$ cat src/rtl/rcc_pkg.sv
`default_nettype none

package rcc_pkg;

    // ------------------------------------------------------------------------
    // bus geometry and register map
    // ------------------------------------------------------------------------
    localparam int AXI_ADDR_W = 12;
    localparam int AXI_DATA_W = 32;

    // byte offsets inside the rcc block
    localparam logic [AXI_ADDR_W-1:0] CSR_ADDR    = 12'h074;
    localparam logic [AXI_ADDR_W-1:0] C1_RSR_ADDR = 12'h130;
    localparam logic [AXI_ADDR_W-1:0] C2_RSR_ADDR = 12'h190;

    // bit positions of the writable and live bits
    localparam int RMVF_BIT   = 16;
    localparam int LSION_BIT  = 0;
    localparam int LSIRDY_BIT = 1;

    // axi response codes
    localparam logic [1:0] RESP_OKAY   = 2'b00;
    localparam logic [1:0] RESP_SLVERR = 2'b10;

    // decoded target of an access
    typedef enum logic [1:0] {
        REG_NONE,
        REG_CSR,
        REG_C1_RSR,
        REG_C2_RSR
    } reg_sel_e;

    // ------------------------------------------------------------------------
    // reset-cause flags
    // ------------------------------------------------------------------------
    // msb first, bits 31..19 of the status word, obl sits apart at 17
    typedef struct packed {
        logic lpwr2;
        logic lpwr1;
        logic wwdg2;
        logic wwdg1;
        logic iwdg2;
        logic iwdg1;
        logic sft2;
        logic sft1;
        logic por;
        logic pin;
        logic bor;
        logic d2;
        logic d1;
        logic obl;
    } rst_evt_t;

    // status word as laid out on the bus
    typedef struct packed {
        // lpwr2 down to d1
        logic [12:0] evt_hi;
        logic        rsvd18;
        logic        obl;
        logic        rmvf;
        logic [15:0] rsvd_lo;
    } rsr_fields_t;

    // same word, either raw bus data or decoded fields
    typedef union packed {
        logic [AXI_DATA_W-1:0] raw;
        rsr_fields_t           fields;
    } rsr_word_u;

    // power-up causes come up set
    localparam rst_evt_t RSR_RESET_VAL = '{
        lpwr2: 1'b0, lpwr1: 1'b0, wwdg2: 1'b0, wwdg1: 1'b0,
        iwdg2: 1'b0, iwdg1: 1'b0, sft2: 1'b0,  sft1: 1'b0,
        por: 1'b1,   pin: 1'b1,   bor: 1'b1,   d2: 1'b1,
        d1: 1'b1,    obl: 1'b0
    };

    // ------------------------------------------------------------------------
    // bus and internal transfer structs
    // ------------------------------------------------------------------------
    typedef struct packed {
        logic                    awvalid;
        logic [AXI_ADDR_W-1:0]   awaddr;
        logic                    wvalid;
        logic [AXI_DATA_W-1:0]   wdata;
        logic [AXI_DATA_W/8-1:0] wstrb;
        logic                    bready;
        logic                    arvalid;
        logic [AXI_ADDR_W-1:0]   araddr;
        logic                    rready;
    } axil_req_t;

    typedef struct packed {
        logic                  awready;
        logic                  wready;
        logic                  bvalid;
        logic [1:0]            bresp;
        logic                  arready;
        logic                  rvalid;
        logic [AXI_DATA_W-1:0] rdata;
        logic [1:0]            rresp;
    } axil_rsp_t;

    // one accepted write, already decoded
    typedef struct packed {
        logic                    valid;
        reg_sel_e                sel;
        logic [AXI_DATA_W-1:0]   data;
        logic [AXI_DATA_W/8-1:0] strb;
    } reg_wr_t;

endpackage

`default_nettype wire

$ cat src/rtl/rcc_axil_slave.sv
`timescale 1ns/1ps
`default_nettype none

module rcc_axil_slave (
    input  logic               clk,
    input  logic               rst,
    input  rcc_pkg::axil_req_t bus_req,
    output rcc_pkg::axil_rsp_t bus_rsp,
    output rcc_pkg::reg_wr_t   reg_wr,
    output rcc_pkg::reg_sel_e  rd_sel,
    input  logic [31:0]        rd_data
);
    import rcc_pkg::*;

    reg_sel_e    wr_sel;
    logic        wr_acc;
    logic        rd_acc;
    logic        bvalid_q;
    logic [1:0]  bresp_q;
    logic        rvalid_q;
    logic [31:0] rdata_q;
    logic [1:0]  rresp_q;

    // the only address decoder, shared by both channels
    function automatic reg_sel_e decode(input logic [AXI_ADDR_W-1:0] addr);
        reg_sel_e sel;
        case (addr)
            CSR_ADDR:    sel = REG_CSR;
            C1_RSR_ADDR: sel = REG_C1_RSR;
            C2_RSR_ADDR: sel = REG_C2_RSR;
            default:     sel = REG_NONE;
        endcase
        return sel;
    endfunction

    // ------------------------------------------------------------------------
    // write channel
    // ------------------------------------------------------------------------
    assign wr_sel = decode(bus_req.awaddr);
    // address and data together, blocked while a response waits
    assign wr_acc = bus_req.awvalid && bus_req.wvalid && !bvalid_q;

    // unmapped writes never reach the register block
    always_comb begin
        reg_wr.valid = wr_acc && (wr_sel != REG_NONE);
        reg_wr.sel   = wr_sel;
        reg_wr.data  = bus_req.wdata;
        reg_wr.strb  = bus_req.wstrb;
    end

    always_ff @(posedge clk) begin
        if (rst) begin
            bvalid_q <= 1'b0;
        end else if (wr_acc) begin
            bvalid_q <= 1'b1;
        end else if (bus_req.bready) begin
            bvalid_q <= 1'b0;
        end
    end

    // response code captured with the accept
    always_ff @(posedge clk) begin
        if (wr_acc) begin
            bresp_q <= (wr_sel == REG_NONE) ? RESP_SLVERR : RESP_OKAY;
        end
    end

    // ------------------------------------------------------------------------
    // read channel
    // ------------------------------------------------------------------------
    assign rd_sel = decode(bus_req.araddr);
    assign rd_acc = bus_req.arvalid && !rvalid_q;

    always_ff @(posedge clk) begin
        if (rst) begin
            rvalid_q <= 1'b0;
        end else if (rd_acc) begin
            rvalid_q <= 1'b1;
        end else if (bus_req.rready) begin
            rvalid_q <= 1'b0;
        end
    end

    // rd_data is already zero for an unmapped offset
    always_ff @(posedge clk) begin
        if (rd_acc) begin
            rdata_q <= rd_data;
            rresp_q <= (rd_sel == REG_NONE) ? RESP_SLVERR : RESP_OKAY;
        end
    end

    // response bundle
    always_comb begin
        bus_rsp.awready = wr_acc;
        bus_rsp.wready  = wr_acc;
        bus_rsp.bvalid  = bvalid_q;
        bus_rsp.bresp   = bresp_q;
        bus_rsp.arready = rd_acc;
        bus_rsp.rvalid  = rvalid_q;
        bus_rsp.rdata   = rdata_q;
        bus_rsp.rresp   = rresp_q;
    end

    // pending responses hold, unchanged, until taken
    a_bvalid_hold : assert property (@(posedge clk) disable iff (rst)
        bus_rsp.bvalid && !bus_req.bready |=> bus_rsp.bvalid && $stable(bus_rsp.bresp));

    a_rvalid_hold : assert property (@(posedge clk) disable iff (rst)
        bus_rsp.rvalid && !bus_req.rready |=>
            bus_rsp.rvalid && $stable(bus_rsp.rdata) && $stable(bus_rsp.rresp));

endmodule

`default_nettype wire

$ cat src/rtl/rcc_rst_flags.sv
`timescale 1ns/1ps
`default_nettype none

module rcc_rst_flags #(
    parameter rcc_pkg::rst_evt_t RESET_VAL = rcc_pkg::RSR_RESET_VAL
) (
    input  logic              clk,
    input  logic              rst,
    input  rcc_pkg::rst_evt_t evt,
    input  logic              clr,
    output rcc_pkg::rst_evt_t flags
);
    import rcc_pkg::*;

    rst_evt_t flags_q;
    rst_evt_t flags_nxt;

    // ------------------------------------------------------------------------
    // next state
    // ------------------------------------------------------------------------
    // sticky set where each source only touches its own flag
    // remove-flags holds everything at zero and beats a coincident event
    always_comb begin
        if (clr) begin
            flags_nxt = '0;
        end else begin
            flags_nxt = rst_evt_t'(flags_q | evt);
        end
    end

    // ------------------------------------------------------------------------
    // flag storage
    // ------------------------------------------------------------------------
    // reset loads the documented power-up causes
    always_ff @(posedge clk) begin
        if (rst) begin
            flags_q <= RESET_VAL;
        end else begin
            flags_q <= flags_nxt;
        end
    end

    assign flags = flags_q;

    // ------------------------------------------------------------------------
    // checks
    // ------------------------------------------------------------------------
    // rmvf from the register block empties the flags one edge later
    a_clr_empties : assert property (@(posedge clk) disable iff (rst)
        clr |=> flags == rst_evt_t'(0));

endmodule

`default_nettype wire

$ cat src/rtl/rcc_vdd_regs.sv
`timescale 1ns/1ps
`default_nettype none

module rcc_vdd_regs (
    input  logic              clk,
    input  logic              rst,
    input  rcc_pkg::reg_wr_t  reg_wr,
    input  rcc_pkg::reg_sel_e rd_sel,
    output logic [31:0]       rd_data,
    input  rcc_pkg::rst_evt_t flags_c1,
    input  rcc_pkg::rst_evt_t flags_c2,
    input  logic              lsi_rdy,
    output logic              rmvf_c1,
    output logic              rmvf_c2,
    output logic              lsion
);
    import rcc_pkg::*;

    // byte lane of each writable bit
    localparam int RMVF_LANE  = RMVF_BIT / 8;
    localparam int LSION_LANE = LSION_BIT / 8;

    rsr_word_u   wr_word;
    rsr_word_u   rsr_c1;
    rsr_word_u   rsr_c2;
    logic [31:0] csr_word;

    // status word from one core's flags
    function automatic rsr_word_u build_rsr(input rst_evt_t flags, input logic rmvf);
        rsr_word_u w;
        w.raw           = '0;
        w.fields.evt_hi = flags[$bits(rst_evt_t)-1:1];
        w.fields.obl    = flags.obl;
        w.fields.rmvf   = rmvf;
        return w;
    endfunction

    // ------------------------------------------------------------------------
    // write side
    // ------------------------------------------------------------------------
    // incoming data seen through the status layout
    assign wr_word.raw = reg_wr.data;

    always_ff @(posedge clk) begin
        if (rst) begin
            rmvf_c1 <= 1'b0;
            rmvf_c2 <= 1'b0;
            lsion   <= 1'b0;
        end else if (reg_wr.valid) begin
            case (reg_wr.sel)
                REG_C1_RSR: begin
                    if (reg_wr.strb[RMVF_LANE]) begin
                        rmvf_c1 <= wr_word.fields.rmvf;
                    end
                end
                REG_C2_RSR: begin
                    if (reg_wr.strb[RMVF_LANE]) begin
                        rmvf_c2 <= wr_word.fields.rmvf;
                    end
                end
                REG_CSR: begin
                    // lsirdy is live status, only lsion stores
                    if (reg_wr.strb[LSION_LANE]) begin
                        lsion <= wr_word.raw[LSION_BIT];
                    end
                end
                default: begin
                end
            endcase
        end
    end

    // ------------------------------------------------------------------------
    // read side
    // ------------------------------------------------------------------------
    assign rsr_c1 = build_rsr(flags_c1, rmvf_c1);
    assign rsr_c2 = build_rsr(flags_c2, rmvf_c2);

    always_comb begin
        csr_word             = '0;
        csr_word[LSION_BIT]  = lsion;
        csr_word[LSIRDY_BIT] = lsi_rdy;
    end

    // unmapped reads as zero
    always_comb begin
        case (rd_sel)
            REG_CSR:    rd_data = csr_word;
            REG_C1_RSR: rd_data = rsr_c1.raw;
            REG_C2_RSR: rd_data = rsr_c2.raw;
            default:    rd_data = '0;
        endcase
    end

    // slave filters unmapped writes before they get here
    a_wr_mapped : assert property (@(posedge clk) disable iff (rst)
        reg_wr.valid |-> reg_wr.sel != REG_NONE);

endmodule

`default_nettype wire

$ cat src/rtl/rcc_vdd_top.sv
`timescale 1ns/1ps
`default_nettype none

module rcc_vdd_top (
    input  logic               clk,
    input  logic               rst,
    input  rcc_pkg::axil_req_t bus_req,
    output rcc_pkg::axil_rsp_t bus_rsp,
    input  rcc_pkg::rst_evt_t  evt,
    input  logic               lsi_rdy,
    output logic               lsion
);
    import rcc_pkg::*;

    reg_wr_t     reg_wr;
    reg_sel_e    rd_sel;
    logic [31:0] rd_data;
    logic        rmvf_c1;
    logic        rmvf_c2;
    rst_evt_t    flags_c1;
    rst_evt_t    flags_c2;

    // ------------------------------------------------------------------------
    // bus front end
    // ------------------------------------------------------------------------
    rcc_axil_slave u_axil_slave (
        .clk     (clk),
        .rst     (rst),
        .bus_req (bus_req),
        .bus_rsp (bus_rsp),
        .reg_wr  (reg_wr),
        .rd_sel  (rd_sel),
        .rd_data (rd_data)
    );

    // rmvf, lsion and read mux
    rcc_vdd_regs u_vdd_regs (
        .clk      (clk),
        .rst      (rst),
        .reg_wr   (reg_wr),
        .rd_sel   (rd_sel),
        .rd_data  (rd_data),
        .flags_c1 (flags_c1),
        .flags_c2 (flags_c2),
        .lsi_rdy  (lsi_rdy),
        .rmvf_c1  (rmvf_c1),
        .rmvf_c2  (rmvf_c2),
        .lsion    (lsion)
    );

    // ------------------------------------------------------------------------
    // per-core flag registers, same event bus
    // ------------------------------------------------------------------------
    rcc_rst_flags #(
        .RESET_VAL (RSR_RESET_VAL)
    ) u_flags_c1 (
        .clk   (clk),
        .rst   (rst),
        .evt   (evt),
        .clr   (rmvf_c1),
        .flags (flags_c1)
    );

    rcc_rst_flags #(
        .RESET_VAL (RSR_RESET_VAL)
    ) u_flags_c2 (
        .clk   (clk),
        .rst   (rst),
        .evt   (evt),
        .clr   (rmvf_c2),
        .flags (flags_c2)
    );

endmodule

`default_nettype wire

$ cat config.mk
export PLATFORM = sky130hd
export DESIGN_NAME = rcc_vdd_top
export DESIGN_NICKNAME = d
export VERILOG_FILES = /design/src/rtl/rcc_pkg.sv /design/src/rtl/rcc_axil_slave.sv /design/src/rtl/rcc_rst_flags.sv /design/src/rtl/rcc_vdd_regs.sv /design/src/rtl/rcc_vdd_top.sv
export SDC_FILE = /design/constraint.sdc
export NUM_CORES = 1
export LEC_CHECK = 0
export ABC_AREA = 1
export BUFFER_PORTS_ARGS = -buffer_cell sky130_fd_sc_hd__buf_2
export CORE_ASPECT_RATIO = 0.5
export CORE_MARGIN = 10
export CORE_UTILIZATION = 44
export CTS_CLUSTER_SIZE = 8
export DETAILED_ROUTE_END_ITERATION = 16
export GPL_TIMING_DRIVEN = 0
export PLACE_DENSITY = 0.77
export SLEW_MARGIN = 30
export SYNTH_ARGS = -nofsm -noshare
export SYNTH_HDL_FRONTEND = slang
export SYNTH_HIERARCHICAL = 1
export SYNTH_SLANG_ARGS = --single-unit
$ cat constraint.sdc
create_clock -name clk -period 2.8 [get_ports clk]
set_input_delay 0.56 -clock clk [delete_from_list [all_inputs] [get_ports clk]]
set_output_delay 0.56 -clock clk [all_outputs]
set_load 0.01 [all_outputs]
== Word-level counts from Yosys, hierarchy flattened ==
Cells that the tools add are included.

* Register bits after elaboration: 69
* Output and inout bits: 42

* Eq/ne operators: 12
* Mux-type cells: 11
* Bitwise operators: 2
* Reductions and logical operators: 16

{| class="wikitable"
|+ Operator list
! operator !! number
|-
| $pmux 32 s3 || 1
|-
| $eq 12x9->1 const B || 4
|-
| $or 14x14->14 || 2
|-
| $eq 12x7->1 const B || 2
|-
| $mux 6 || 2
|-
| $pmux 2 s3 || 2
|-
| $reduce_and 3->1 || 3
|-
| $eq 2x2->1 const B || 4
|-
| $reduce_bool 2->1 || 3
|-
| $eq 2x1->1 const B || 2
|-
| $logic_and 1x1->1 || 4
|-
| $logic_not 2->1 || 2
|-
| $mux 1 || 4
|-
| $mux 2 || 2
|-
| $reduce_or 2->1 || 2
|-
| $logic_not 1->1 || 2
|}

== Depth between registers and ports, before layout ==
Gate-level depths: netlist of run 1.

* Word-level depth: 5
* Depth in mapped cells: 11
* Mapped depth without buffers: 11

== Hierarchy ==
Netlist of run 1, hierarchy kept.

{| class="wikitable"
|+ Modules (own cells, without submodules)
! module !! times used !! cells an instance !! area each (sq um) !! seq. area each (sq um)
|-
| rcc_axil_slave || 1 || 155 || 1695.4 || 1061.0
|-
| rcc_rst_flags || 2 || 45 || 410.4 || 280.3
|-
| rcc_vdd_regs || 1 || 97 || 563.0 || 60.1
|}

== Least setup slack after synthesis of run 1 ==
OpenSTA, ideal clock, no wires.

* Kind: input to output
* From: input port bus_req[13] in the netlist's numbering
* To: output port bus_rsp[35] in the netlist's numbering
* Data arrival time: 2.368 ns
* Required time: 2.240 ns
* Setup slack: -0.128 ns
* Stages: 3
* Path buffers: 1
* Cell sequence: inv_1 > nor2_1 > buf_4

* Cells in the longest elaborated chain, start to end: 1

{| class="wikitable"
|+ RTL lines
! item !! line !! source
|-
| start: declaration || rcc_vdd_top.sv:7 || <nowiki>input rcc_pkg::axil_req_t bus_req,</nowiki>
|-
| $logic_and 1x1->1 || rcc_axil_slave.sv:72 || <nowiki>assign rd_acc = bus_req.arvalid && !rvalid_q;</nowiki>
|-
| end: declaration || rcc_vdd_top.sv:8 || <nowiki>output rcc_pkg::axil_rsp_t bus_rsp,</nowiki>
|}

Every way passes these cells.

== Final worst setup path of run 1 ==
* From: register u_axil_slave.rvalid_q
* To: output port bus_rsp[35] in the netlist's numbering

* Cells in the longest elaborated chain, start to end: 2

{| class="wikitable"
|+ RTL lines
! item !! line !! source
|-
| start: declaration || rcc_axil_slave.sv:20 || <nowiki>logic rvalid_q;</nowiki>
|-
| start signal: assignment || rcc_axil_slave.sv:76 || <nowiki>rvalid_q <= 1'b0;</nowiki>
|-
| start signal: assignment || rcc_axil_slave.sv:78 || <nowiki>rvalid_q <= 1'b1;</nowiki>
|-
| start signal: assignment || rcc_axil_slave.sv:80 || <nowiki>rvalid_q <= 1'b0;</nowiki>
|-
| $logic_not 1->1 || rcc_axil_slave.sv:72 ||
|-
| $logic_and 1x1->1 || rcc_axil_slave.sv:72 ||
|}

Every way passes these cells.

==> flow_summary.toml, run 1 <==
[status]
status = "finished, final reports clean"

[sta]
period_share = 0.736
max_freq_mhz = 485
fin_crit_ns = 2.06
final_max_slew_viol_count = 0
setup_viol = 0
rsz0062_at_grt = "false"
setup_tns_ns = 0
hold_viol = 0
fin_ws_ns = 0.738
timing.hold.ws_ns = 0.466
skew_ns = 0.00716

[clocking]
root_buffer = "clkbuf_16"
cts_buffer_depth = 2
htree_levels = 3
clk_latency_ns = 0.32
cts_buffers = 9
cts.clk_slew.worst_paths_ns = 0.05
ctsResizeCount = 0
post_cts_buffers = 0
cts_tree = "done"
clock_sinks = 67
cts_hold_buffers = 0

[power_and_ir_drop]
power.density_nw_per_um2 = 645
internal-power_mw = 1.96
comb_power_share = 0.076
p_total_mw = 2.44
netSwitchingFraction = 0.199
p_seq_frac = 0.449
p_switching_mw = 0.486
power_frac_clock = 0.474
ir_drop_uv = 316
p_leak_nw = 1.87

[worst_setup_path]
path_buf_inv = 3
path_class = "reg2out"
worst_setup_path_end_kind = "primary output"
critPathMaxStageDelay_ns = 0.37
crit_family = "buffers and inverters"
crit_fanout = 24
crit_arrival_ns = 1.50
cp_cell_sequence = "nor2_4 > buf_16 > buf_4 > buf_2"
crit_required_ns = 2.24
slowest_stage = "nor2_4"
startpoint_type = "register"

[placed_design]
pre_cts_ws_ns = 0.718
hpwl_um = 4680
postPlaceCellArea_um2 = 3470
placedCellCount = 499
portBuffers = 85
place_congestion = 0.774

[synth]
synth_area_um2 = 2840
syn_avg_cell_area_um2 = 9.16
yosysWarnings = 6
syn_inst = 310

[global_route]
grt_max_degree = 25
grt_usage = 0.121
antenna_found_initial = 0
grt_pass1_vias = 2340
grt_remaining_overflow = 0
grt_pass1_wl_um = 10300

[drt]
dr_total_vias = 2232
wl_per_cell_um = 11.8
drtIter0Drc = 61
viasPerCell = 4.33
detail-route-antenna-nets = 0
remaining_drc_errors = 0
dr.pass1.iters = 4
finalWirelength_um = 6070

[job]
maxCapViolations = 0

[final_layout]
layout-drive-gt1-share = 0.340
postLayoutCellArea_um2 = 3790
syn_to_final_growth_pct = 33.5
final_core_util = 0.615
finalNonFillerCells = 515
fin_nets = 504
antennaDiodeCount = 0

[floorplanning]
start_util = 0.461
num_rows = 20
io-pin-count = 124
die_area_um2 = 10300
fp.dieH_um = 76.8
coreArea_um2 = 6160
die_x_um = 134

[hold_path]
hp-class = "reg2reg"
-- path summary, 6_finish.rpt --
| kind | startpoint | endpoint | slack [ns] | depth (start not counted) |
|---|---|---|---|---|
| setup / recovery | u_axil_slave/rvalid_q | bus_rsp[35] | 0.74 | 4 |
| hold / removal | u_flags_c2/flags[2] | u_flags_c2/flags[2] | 0.47 | 2 |
| setup reg to reg | u_axil_slave/bvalid_q | u_vdd_regs/rmvf_c2 | 1.50 | 8 |
| hold reg to reg | u_flags_c2/flags[2] | u_flags_c2/flags[2] | 0.47 | 2 |
-- per-layer routing --
| metal | up-vias | share of wire | track usage |
|---|---|---|---|
| met5 | - | 0 | 0 |
| met4 | 0 | 0.019 | 0.0594 |
| met3 | 11 | 0.066 | 0.0436 |
| met2 | 62 | 0.51 | 0.220 |
| met1 | 981 | 0.40 | 0.121 |
| li1 | 1178 | - | - |
-- flip-flops by register name, indices dropped and copies added (netlist names) --
register,flops
u_axil_slave/rdata_q,32
u_axil_slave/bvalid_q,1
u_flags_c2/flags,14
u_vdd_regs/rmvf_c1,1
u_flags_c1/flags,14
u_vdd_regs/rmvf_c2,1
u_axil_slave/rvalid_q,1
u_axil_slave/bresp_q,1
u_vdd_regs/lsion,1
u_axil_slave/rresp_q,1
-- cells in the final DEF, fill, tap and decap left out --
cell / n
buf_2: 85
nor2_1: 61
nand2_1: 50
nand3_1: 36
edfxtp_1: 34
dfxtp_1: 33
inv_1: 29
buf_4: 27
conb_1: 17
o21ai_0: 12
clkbuf_16: 10
a21oi_1: 5
buf_6: 5
inv_2: 4
clkinv_2: 3
clkbuf_8: 2
nor2_2: 2
nand4_1: 2
nand2_4: 2
nor3b_1: 2
bufinv_16: 1
nor2_4: 1
or2_0: 1
nand2_2: 1
buf_16: 1
inv_4: 1
-- worst register-to-register path, cell delays in order, from the launching register on --
cell,delay (ns)
dfxtp_1,0.32
nor2_1,0.22
inv_1,0.09
a21oi_1,0.16
nand2_1,0.10
nor2_1,0.16
nand2_1,0.06
nand2_1,0.05
nor2_1,0.04
-- power by group through the flow --
stage	clock network (mW)	logic, mW	registers, mW
after floorplan	0	0.0850	1.13
after global placement	0	0.176	1.12
after detailed placement	0	0.188	1.12
after CTS	1.18	0.188	1.10
after global routing	1.22	0.210	1.10
final	1.16	0.186	1.10
-- cell type report --
cell class / count / area (um^2)
fill: 539 / 2370
sequential: 67 / 1680
multi-input combinational: 192 / 832
timing repair buffer: 86 / 453
clock buffer: 12 / 278
buffer: 32 / 259
inverter: 34 / 130
tap: 88 / 110
clock inverter: 4 / 45.0
Note: power is estimated with default switching activity, not from simulation.
==> run 2, diff against run 1 <==
Clock period 2.8 ns to 1.65 ns, I/O delays scaled along.
==> run 2 against run 1 <==
  * Clock skew fell by 0.0030 ns
  * Routed wire length down 2.1%
  * Sequential share of layout area is 1.0 points higher
  * Clock power increased by 37%
  * Critical endpoint is now bus_rsp[39]
  * Critical path type unchanged
  * Largest power group is now sequential cells
  * Global-route usage grew 0.086 points
  * Register-to-register slack worse by 1.3 ns
  * Hold slack lost 0.22 ns
  * Via count is 0.72% lower
==> flow_summary.toml, run 2 (synthesized netlist as in run 1, its figures left out) <==
[status]
status = "finished, final reports clean"

[power_and_ir_drop]
power.density_nw_per_um2 = 1010
netSwitchingFraction = 0.210
ir_drop_uv = 536
p_seq_frac = 0.496
comb_power_share = 0.081
power_frac_clock = 0.423
p_switching_mw = 0.789
internal-power_mw = 2.97
p_total_mw = 3.76
p_leak_nw = 1.82

[placed_design]
portBuffers = 85
placedCellCount = 498
pre_cts_ws_ns = -0.245
hpwl_um = 4460
place_congestion = 0.765

[clocking]
clock_sinks = 67
post_cts_buffers = 1
cts_buffers = 9
clk_latency_ns = 0.32
cts_tree = "done"
ctsResizeCount = 0
cts_buffer_depth = 2
root_buffer = "clkbuf_16"
htree_levels = 3
cts_hold_buffers = 0
cts.clk_slew.worst_paths_ns = 0.05

[global_route]
grt_remaining_overflow = 0
grt_max_degree = 18
grt_pass1_wl_um = 10100
antenna_found_initial = 0
grt_pass1_vias = 2198
grt_usage = 0.122

[sta]
hold_viol = 0
final_max_slew_viol_count = 0
rsz0062_at_grt = "false"
fin_ws_ns = 0.191
max_freq_mhz = 686
worstMarginPinSlew_ns = 0.873
skew_ns = 0.00411
setup_viol = 0
period_share = 0.884
slew-limit-headroom = 0.417
fin_crit_ns = 1.46

[floorplanning]
num_rows = 20
fp.dieH_um = 76.8
start_util = 0.461
coreArea_um2 = 6160
die_area_um2 = 10300
io-pin-count = 124
die_x_um = 134

[hold_path]
whs_endpoint = "u_flags_c2/flags[4]"
hp-start = "evt[4]"
holdPathStages = 3
hp-class = "in2reg"

[final_layout]
fin_nets = 505
antennaDiodeCount = 0
syn_to_final_growth_pct = 30.5
layout_common_cells = "buf_2, nor2_1, nand2_1"
mostFrequentLayoutCell = "buf_2"
multi_input_area_um2 = 838
top_register = "u_axil_slave/rdata_q"
layout.area.seq_um2 = 1680
largest_reg_flops = 32
layout-drive-gt1-share = 0.327
fill_cells = 559
finalNonFillerCells = 516

[drt]
dr_total_vias = 2216
remaining_drc_errors = 0
detail-route-antenna-nets = 0
wl_per_cell_um = 11.5
drtIter0Drc = 76
finalWirelength_um = 5940
dr.pass1.iters = 4
viasPerCell = 4.29

[worst_setup_path]
crit_arrival_ns = 1.13
reg2reg_slack_ns = 0.20
crit_required_ns = 1.32
crit_fanout = 4
path_class = "reg2out"
worst_setup_path_end_kind = "primary output"
timing.rr.end = "u_axil_slave/rdata_q[25]"
r2r_cells = 1
startpoint_type = "register"
r2r_start = "u_axil_slave/rvalid_q"

[job]
maxCapViolations = 0
[run 2: per-stage QoR]
step           instance area (um^2)  hold slack (ns)  setup TNS, ns  utilization
4_1_cts                        3700            0.239              0        0.602
2_1_floorplan                  2900            0.399              0            -
3_3_place_gp                   3440            0.451         -0.891        0.559
5_1_grt                        3700            0.236              0        0.602
6_report                       3700            0.248              0        0.602
3_5_place_dp                   3440            0.452          -1.01        0.559
[run 2: power groups by stage]
stage / Combinational (mW) / Sequential (mW) / Clock, mW
2_1_floorplan: 0.145 / 1.92 / 0
3_5_place_dp: 0.303 / 1.90 / 0
3_3_place_gp: 0.298 / 1.89 / 0
4_1_cts: 0.311 / 1.86 / 1.63
5_1_grt: 0.348 / 1.87 / 1.71
6_report: 0.306 / 1.86 / 1.59
[run 2: worst max path at each step]
stage / start / cells after the start / end
global placement: bus_req[13] / 5 / bus_rsp[35]
detailed placement: bus_req[13] / 5 / bus_rsp[35]
floorplan: bus_req[3] / 9 / u_axil_slave/rdata_q[19]
CTS: u_axil_slave/bvalid_q / 3 / bus_rsp[39]
finish: u_axil_slave/bvalid_q / 3 / bus_rsp[39]
global route: bus_req[12] / 11 / u_axil_slave/rdata_q[25]
[run 2: routing by layer]
| layer | part of all wire | global-route usage |
|---|---|---|
| met1 | 0.40 | 0.125 |
| met2 | 0.50 | 0.211 |
| met3 | 0.084 | 0.0592 |
| met4 | 0.013 | 0.0486 |
| met5 | 0 | 0 |
[run 2: critical path, stage by stage (launching register included)]
cell,delay (ns)
dfxtp_1,0.31
nor2_1,0.23
buf_4,0.15
buf_2,0.12
[run 2: area by class of cell]
| cell class | count | area share |
|---|---|---|
| flip-flops and latches | 67 | 0.454 |
| repair buffers | 86 | 0.117 |
| plain buffers | 32 | 0.0699 |
| clock inverters | 5 | 0.00540 |
| multi-input cells | 193 | 0.226 |
| well taps | 88 | 0.0297 |
| clock buffers | 11 | 0.0628 |
| inverters | 34 | 0.0351 |
